**src/axi_pkg.sv**
```systemverilog
package axi_pkg;

    localparam int ADDR_W = 32;
    localparam int DATA_W = 64;
    localparam int ID_W   = 4;
    localparam int STRB_W = DATA_W / 8;
    localparam int OFS_W  = $clog2(STRB_W);     // byte offset bits within a bus word

    localparam logic [1:0] RESP_OKAY = 2'b00;

    typedef struct packed {
        logic [ID_W-1:0]    id;
        logic [ADDR_W-1:0]  addr;
        logic [7:0]         len;
        logic [2:0]         size;
        logic [1:0]         burst;      // INCR only
    } axi_aw_t;

    typedef struct packed {
        logic [ID_W-1:0]    id;
        logic [ADDR_W-1:0]  addr;
        logic [7:0]         len;
        logic [2:0]         size;
        logic [1:0]         burst;
    } axi_ar_t;

    typedef struct packed {
        logic [DATA_W-1:0]  data;
        logic [STRB_W-1:0]  strb;
        logic               last;
    } axi_w_t;

    typedef struct packed {
        logic [ID_W-1:0]    id;
        logic [1:0]         resp;
    } axi_b_t;

    typedef struct packed {
        logic [ID_W-1:0]    id;
        logic [DATA_W-1:0]  data;
        logic [1:0]         resp;
        logic               last;
    } axi_r_t;

endpackage

```
**src/model_pkg.sv**
```systemverilog
package model_pkg;

    // ~~~~~~~~~~~~~~~~~~~~~~~~~~~~~~
    // path latencies
    // ~~~~~~~~~~~~~~~~~~~~~~~~~~~~~~
    localparam int R_DELAY = 25;                    // AR accept to first R valid
    localparam int W_DELAY = 3;                     // last W accept to B valid
    localparam int R_CNT_W = $clog2(R_DELAY + 1);
    localparam int W_CNT_W = $clog2(W_DELAY + 1);

    // ~~~~~~~~~~~~~~~~~~~~~~~~~~~~~~
    // backing store
    // ~~~~~~~~~~~~~~~~~~~~~~~~~~~~~~
    localparam int MEM_WORDS = 1024;
    localparam int IDX_W     = $clog2(MEM_WORDS);

    // reset sequence
    localparam int RST_CYCLES = 4;                  // path clear pulse length
    localparam int RST_CNT_W  = $clog2(RST_CYCLES + 1);

    typedef enum logic [1:0] {
        MODEL_UP    = 2'd0,
        MODEL_DRAIN = 2'd1,
        MODEL_DOWN  = 2'd2
    } model_state_t;

endpackage

```
**src/axi_read_path.sv**
```systemverilog
`timescale 1ns/1ps

module axi_read_path (
    input  logic                            aclk,
    input  logic                            rst_n,
    input  logic                            stall,
    input  logic                            accept_en,
    input  logic                            path_clear,
    input  axi_pkg::axi_ar_t                ar,
    input  logic                            ar_valid,
    output logic                            ar_ready,
    output axi_pkg::axi_r_t                 r,
    output logic                            r_valid,
    input  logic                            r_ready,
    input  logic [axi_pkg::DATA_W-1:0]      rd_data,
    output logic [model_pkg::IDX_W-1:0]     rd_idx,
    output logic                            idle
);
    import axi_pkg::*;
    import model_pkg::*;

    typedef enum logic [1:0] {
        RD_IDLE,
        RD_WAIT,
        RD_BURST
    } rd_state_t;

    rd_state_t              state;
    logic [R_CNT_W-1:0]     dly_cnt;
    logic [7:0]             beat_cnt;
    logic                   r_hold;
    logic [ID_W-1:0]        id_q;
    logic [7:0]             len_q;
    logic [IDX_W-1:0]       idx_q;
    logic [DATA_W-1:0]      data_q;
    logic                   ar_take;
    logic                   r_take;

    assign idle     = (state == RD_IDLE);
    assign ar_ready = idle && accept_en && !stall;
    assign r_valid  = (state == RD_BURST);

    assign ar_take  = ar_valid && ar_ready;
    assign r_take   = r_valid && r_ready && !stall;

    // look one word ahead when the current beat goes out
    assign rd_idx   = r_take ? idx_q + 1'b1 : idx_q;

    assign r = '{
        id:   id_q,
        data: r_hold ? data_q : rd_data,            // held beat keeps its payload
        resp: RESP_OKAY,
        last: (beat_cnt == len_q)
    };

    // ~~~~~~~~~~~~~~~~~~~~~~~~~~~~~~
    // burst FSM
    // ~~~~~~~~~~~~~~~~~~~~~~~~~~~~~~
    always_ff @(posedge aclk) begin
        if (!rst_n) begin
            state    <= RD_IDLE;
            dly_cnt  <= '0;
            beat_cnt <= '0;
        end else if (path_clear) begin
            state    <= RD_IDLE;
            dly_cnt  <= '0;
            beat_cnt <= '0;
        end else begin
            case (state)
                RD_IDLE: begin
                    if (ar_take) begin
                        state    <= RD_WAIT;
                        dly_cnt  <= R_CNT_W'(R_DELAY - 1);
                        beat_cnt <= '0;
                    end
                end
                RD_WAIT: begin
                    if (!stall) begin
                        if (dly_cnt == R_CNT_W'(1)) begin
                            state <= RD_BURST;
                        end else begin
                            dly_cnt <= dly_cnt - 1'b1;
                        end
                    end
                end
                RD_BURST: begin
                    if (r_take) begin
                        if (r.last) begin
                            state <= RD_IDLE;
                        end else begin
                            beat_cnt <= beat_cnt + 1'b1;
                        end
                    end
                end
                default: state <= RD_IDLE;
            endcase
        end
    end

    always_ff @(posedge aclk) begin
        if (!rst_n) begin
            r_hold <= 1'b0;
        end else begin
            r_hold <= r_valid && !r_take;
        end
    end

    always_ff @(posedge aclk) begin
        data_q <= r.data;
        if (ar_take) begin
            id_q  <= ar.id;
            len_q <= ar.len;
            idx_q <= ar.addr[OFS_W +: IDX_W];
        end else if (r_take) begin
            idx_q <= idx_q + 1'b1;
        end
    end

endmodule

```
**config.mk**
```make
export PLATFORM = sky130hd
export DESIGN_NAME = axi_read_path
export DESIGN_NICKNAME = d
export VERILOG_FILES = /design/src/axi_pkg.sv /design/src/model_pkg.sv /design/src/axi_read_path.sv
export SDC_FILE = /design/constraint.sdc
export NUM_CORES = 1
export LEC_CHECK = 0
export BUFFER_PORTS_ARGS = -buffer_cell sky130_fd_sc_hd__buf_2
export CAP_MARGIN = 10
export CORE_ASPECT_RATIO = 1.5
export CORE_MARGIN = 4
export CORE_UTILIZATION = 40
export CTS_CLUSTER_DIAMETER = 100
export DETAILED_ROUTE_END_ITERATION = 10
export HOLD_SLACK_MARGIN = 0.08
export PLACE_DENSITY_LB_ADDON = 0.12
export SYNTH_ARGS = -nofsm -noshare
export SYNTH_HDL_FRONTEND = slang
export SYNTH_SLANG_ARGS = --single-unit
```
**constraint.sdc**
```tcl
create_clock -name aclk -period 5.6 [get_ports aclk]
set_input_delay 0.56 -clock aclk [delete_from_list [all_inputs] [get_ports aclk]]
set_output_delay 0.56 -clock aclk [all_outputs]
set_load 0.03 [all_outputs]
```
## Yosys cells after proc, flatten, opt, wreduce, memory -nomap -nowiden

Index checks and enable logic that the tools add are counted.

- Bitwise gates (word level): 1
- Equal/unequal tests: 11
- Reduce and logical (&&, ||, !) cells: 15
- Magnitude comparators: 0
- Divide/modulo/power cells: 0
- Shifts and indexed selects: 0
- $add $sub $neg: 3
- Multipliers: 0
- Mux-type cells: 17

Operators with widths:

| operator | count |
|---|---|
| $mux 64 | 1 |
| $mux 8 | 3 |
| $mux 10 | 2 |
| $pmux 8 s2 | 1 |
| $mux 5 | 3 |
| $add 10x1->10 const B | 1 |
| $mux 2 | 5 |
| $ne 2x2->1 const B | 5 |
| $pmux 5 s2 | 1 |
| $add 8x1->8 const B | 1 |
| $eq 8x8->1 | 1 |
| $reduce_and 4->1 | 2 |
| $logic_and 1x1->1 | 6 |
| $pmux 2 s3 | 1 |
| $eq 5x1->1 const B | 1 |
| $reduce_and 5->1 | 1 |
| $sub 5x1->5 const B | 1 |
| $ne 2x1->1 const B | 2 |
| $reduce_bool 2->1 | 2 |
| $eq 2x1->1 const B | 1 |
| $eq 2x2->1 const B | 1 |
| $logic_not 1->1 | 2 |
| $logic_not 2->1 | 1 |
| $reduce_or 2->1 | 1 |
| $not 1->1 | 1 |

- Input bits: 120
- Memories kept: 0
- Output and inout port bits: 84
- Bits in read-only memories: 0
- Logic and storage cells: 55
- Flip-flop bits (word level): 102
- Memory bits (writable): 0
- Bits in latches: 0

## Depth between registers and ports, before layout

- Depth in word-level cells: 6
- Depth in mapped cells: 7
- Mapped depth without buffers: 7

## Worst setup path after synthesis

No wires, ideal clock.

- Kind: input port to output port
- Start: input stall
- End: output rd_idx[9] in the netlist's numbering
- Cell stages on the path: 5
- Slack: 3,142 ps
- Required time: 5,040 ps
- Buffers on the path: 1
- Arrival: 1,898 ps
- Cells stage by stage: and4bb_1 > buf_4 > nand4_2 > or4_4 > xnor2_2

- Cells in the longest elaborated chain, start to end: 3

Ends and longest elaborated chain:

| what | line | RTL |
|---|---|---|
| from (decl) | axi_read_path.sv:6 | `input logic stall,` |
| $logic_not 1->1 | -- |  |
| $logic_and 1x1->1 | axi_read_path.sv:44 | `assign r_take = r_valid && r_ready && !stall;` |
| $mux 10 | -- |  |
| to (decl) | axi_read_path.sv:16 | `output logic [model_pkg::IDX_W-1:0] rd_idx,` |

No other way between the ends.

## Final worst setup path

- Start: register state[1]
- End: output rd_idx[9] in the netlist's numbering

- Cells in the longest elaborated chain, start to end: 4

Ends and longest elaborated chain:

| what | line | RTL |
|---|---|---|
| from (decl) | axi_read_path.sv:28 | `rd_state_t state;` |
| from (signal assigned) | axi_read_path.sv:61 | `state <= RD_IDLE;` |
| from (signal assigned) | axi_read_path.sv:65 | `state <= RD_IDLE;` |
| from (signal assigned) | axi_read_path.sv:72 | `state <= RD_WAIT;` |
| $eq 2x2->1 | axi_read_path.sv:41 | `assign r_valid = (state == RD_BURST);` |
| $logic_and 1x1->1 (2 in series) | axi_read_path.sv:44 |  |
| $mux 10 | -- |  |

No other way between the ends.

==> summary.md <==
| Metric | Value |
|---|---|
| Seq. cell area | 0.00216 sq mm |
| Post-layout util | 0.549 |
| DRC | 0 |
| Sequential cell area fraction in the yosys report | 0.555 |
| Post-synthesis cell type count | 45 |
| Routed Antenna Nets | 0 |
| Largest net degree at the start of global routing | 65 |
| Worst slew pin tran | ~800 ps |
| HP Start | ar[11] |
| DR pass1 iterations | 4 |
| Post-CTS Hold Buffers | 0 |
| Type of origin of the critical path | flip-flop |
| Crit-path cells | and4bb_1 > nand4_2 > or4_4 > xnor2_2 > buf_2 |
| Post-CTS setup buffer count | 0 |
| Met2 routed WL | 4710 microns |
| PortBufs | 174 |
| Critical Path Source | state[1] |
| WL met1 | between 3000 and 4000 microns |
| Multi-input logic area | 0.00165 sq mm |
| Fill cells | between 800 and 900 |
| Max-slew headroom | 0.481 |
| Top FF cell, synth | dfxtp_1 |
| Avg Cell Area, Syn | 12.2 sq um |
| Critical path type | reg -> out |
| CP required | 5040 ps |
| Synth area leader | dfxtp_1 |
| Rows | 43 |
| Area contributors post-synth | dfxtp_1 (46%), mux2_2 (21%), edfxtp_1 (9.2%) |
| Reg2reg end | idx_q[9] |
| Starting density of the core | 0.416 |
| PostCTS Resize Cnt | 0 |
| P per Cell Area | 319 mW/mm^2 |
| Max Used Layer | met5 |
| Die Height | 129 microns |
| Antenna violations before repair | 1 |
| HP Class | in -> reg |
| P_leak | 2.22 nW |
| Vias in the first global route | between 3,000 and 4,000 |
| 1st-iter DRT viols | 121 |
| GRT Overall Usage | 0.160 |
| CP arrival | 2520 ps |
| Detailed Place HPWL | 7080 microns |
| Clock-pin slew on the worst setup and hold paths | 70 ps |
| Status | finished clean |
| CTS tree | done |
| CP Depth | 5 |
| First-pass GRT wire length | 14,200 microns |
| Critical R2R Launch | state[1] |
| Crit path buf inv count | 1 |
| Full die area | 0.0114 sq mm |
| GPL Wtd Cong | roughly 0.85 |
| Num CTS Buffers | 9 |
| Ports | 204 |
| Slew Limit Fails | 0 |
| # diodes | 0 |
| Fin Clk Skew | 7.61 ps |
| Worst setup endpoint | rd_idx[9] |
| Synth Cell Area | 0.00390 sq mm |
| Synth Register Bits | between 100 and 150 |
| Post-synth ARST share | 0 |
| Share of cells above drive strength 1 | 0.548 |
| CP max stage cell | dfxtp_1 |
| Setup-failing EPs final | 0 |
| Flop-to-flop setup slack | 3230 ps |
| CTS max path bufs | 2 |
| Die W | between 80 and 90 microns |
| Max Cap Viol | 0 |
| Sink Count | between 100 and 150 |
| Share of the synthesized area in the top cell type | 0.462 |
| Via/cell ratio | 4.93 |
| Max Fanout on Critical Path | 14 |
| Syn. warnings | 0 |
| Mapped Cells | approximately 320 |
| Wire per inst | 15.0 microns |
| Core Area | about 0.0094 sq mm |
| RSZ-0062 raised after global routing | false |
| Clock latency on the worst-skew pair | 340 ps |
| H-tree levels | 3 |
| Setup crit end kind | output port |
| DR vias | ~3,000 |
| Grt ovf | 0 |
| Nets | 615 |
| Largest delay contributor family on the critical path | simple AND/OR/NAND/NOR gates |
| Reg2reg path depth | 5 |
| F_max | ~0.32 GHz |
| Root Driver | clkbuf_16 |
| Number of synthesized flops with an enable pin | 12 |
| Drt total wl | 9090 microns |
| Final hold vios | 0 |
| Tcrit/Tclk final | 0.550 |
| Met3 wire len | approximately 840 microns |
| Final TNS setup | 0 ps |
| Max incr delay on CP | 640 ps |
| Final Critical Period | 3080 ps |
| Area Overhead vs Synth | 31.9% |
| VDD IR max | 197 uV |
## power breakdown
group	switching (mW)	internal [mW]	leakage, nW
combinational	0.144	0.0941	1.21
clock	0.279	0.322	0.142
sequential	0.0203	0.782	0.864
total	0.444	1.20	2.22
## registers in the layout, indices dropped and copies added, names as in the netlist
| name | cells |
|---|---|
| beat_cnt | 8 |
| dly_cnt | 5 |
| idx_q | 10 |
| r_hold | 1 |
| len_q | 8 |
| id_q | 4 |
| state | 2 |
| data_q | 64 |
## synthesized netlist by cell type, types with 3 or more instances
cell and n:
a21oi_1 7, a31oi_1 5, buf_4 3, clkbuf_1 10
dfxtp_1 90, edfxtp_1 12, ha_1 4, inv_1 6
mux2_2 72, nand2_1 15, nand3_1 10, nand4_1 3
nor2_1 16, nor3_1 4, o2111ai_1 3, or4_1 5
xnor2_1 16, xor2_1 4
## worst min-delay path by stage
| stage | end | slack [ps] | depth (start not counted) |
|---|---|---|---|
| 2_1_floorplan | beat_cnt[7] | 480 | 2 |
| 3_3_place_gp | data_q[26] | 450 | 1 |
| 3_5_place_dp | data_q[55] | 460 | 1 |
| 4_1_cts | len_q[6] | 380 | 1 |
| 5_1_grt | len_q[4] | 380 | 1 |
| 6_report | len_q[6] | 390 | 1 |
## through the flow
| stage | area, sq um | setup slack, ps | instances | hold WS [ps] | power (mW) |
|---|---|---|---|---|---|
| floorplan | 3900 | 3140 | 320 | 476 | 0.977 |
| global placement | 4850 | 2760 | 592 | 451 | 1.06 |
| detailed placement | 4850 | 2750 | 592 | 456 | 1.06 |
| CTS | 5140 | 2490 | 608 | 378 | 1.67 |
| global route | 5140 | 2360 | 608 | 382 | 1.71 |
| finish | 5140 | 2520 | 608 | 394 | 1.64 |
## cells in the final DEF, fill, tap and decap left out, drive strengths merged, types with 4 or more instances in the layout
| cell | count |
|---|---|
| xor2 | 4 |
| nand2 | 15 |
| xnor2 | 17 |
| dfxtp | 90 |
| a31oi | 5 |
| clkbuf | 10 |
| mux2 | 73 |
| ha | 4 |
| a21oi | 7 |
| buf | 175 |
| nor3 | 4 |
| nand3 | 10 |
| nand4 | 4 |
| nor2 | 16 |
| edfxtp | 12 |
| or4 | 6 |
| inv | 11 |
## kinds of logic after synthesis
logic type	count (synthesis)	synth area share
xor gates and xnor gates	21	0.0491
adders and majority gates	4	0.0128
muxes	73	0.211
AOI/OAI and AO/OA	25	0.0430
and+or+nand+nor	72	0.105
other	1	0.000962
buffers and inverters	21	0.0238
DFF	102	0.555
## layer usage
metal,GRT usage,vias to the layer above
met5,0,-
met4,0.0810,2
met3,0.0545,18
met2,0.276,119
met1,0.171,1378
li1,-,1480
## final cells by class
class | count | share of cell area
Sequential cell | 102 | 0.421
Multi-Input combinational cell | 197 | 0.320
Timing Repair Buffer | 175 | 0.171
Clock buffer | 10 | 0.0465
Tap cell | 112 | 0.0273
Clock inverter | 6 | 0.00998
Inverter | 6 | 0.00438
(Power assumes the default switching activity.)
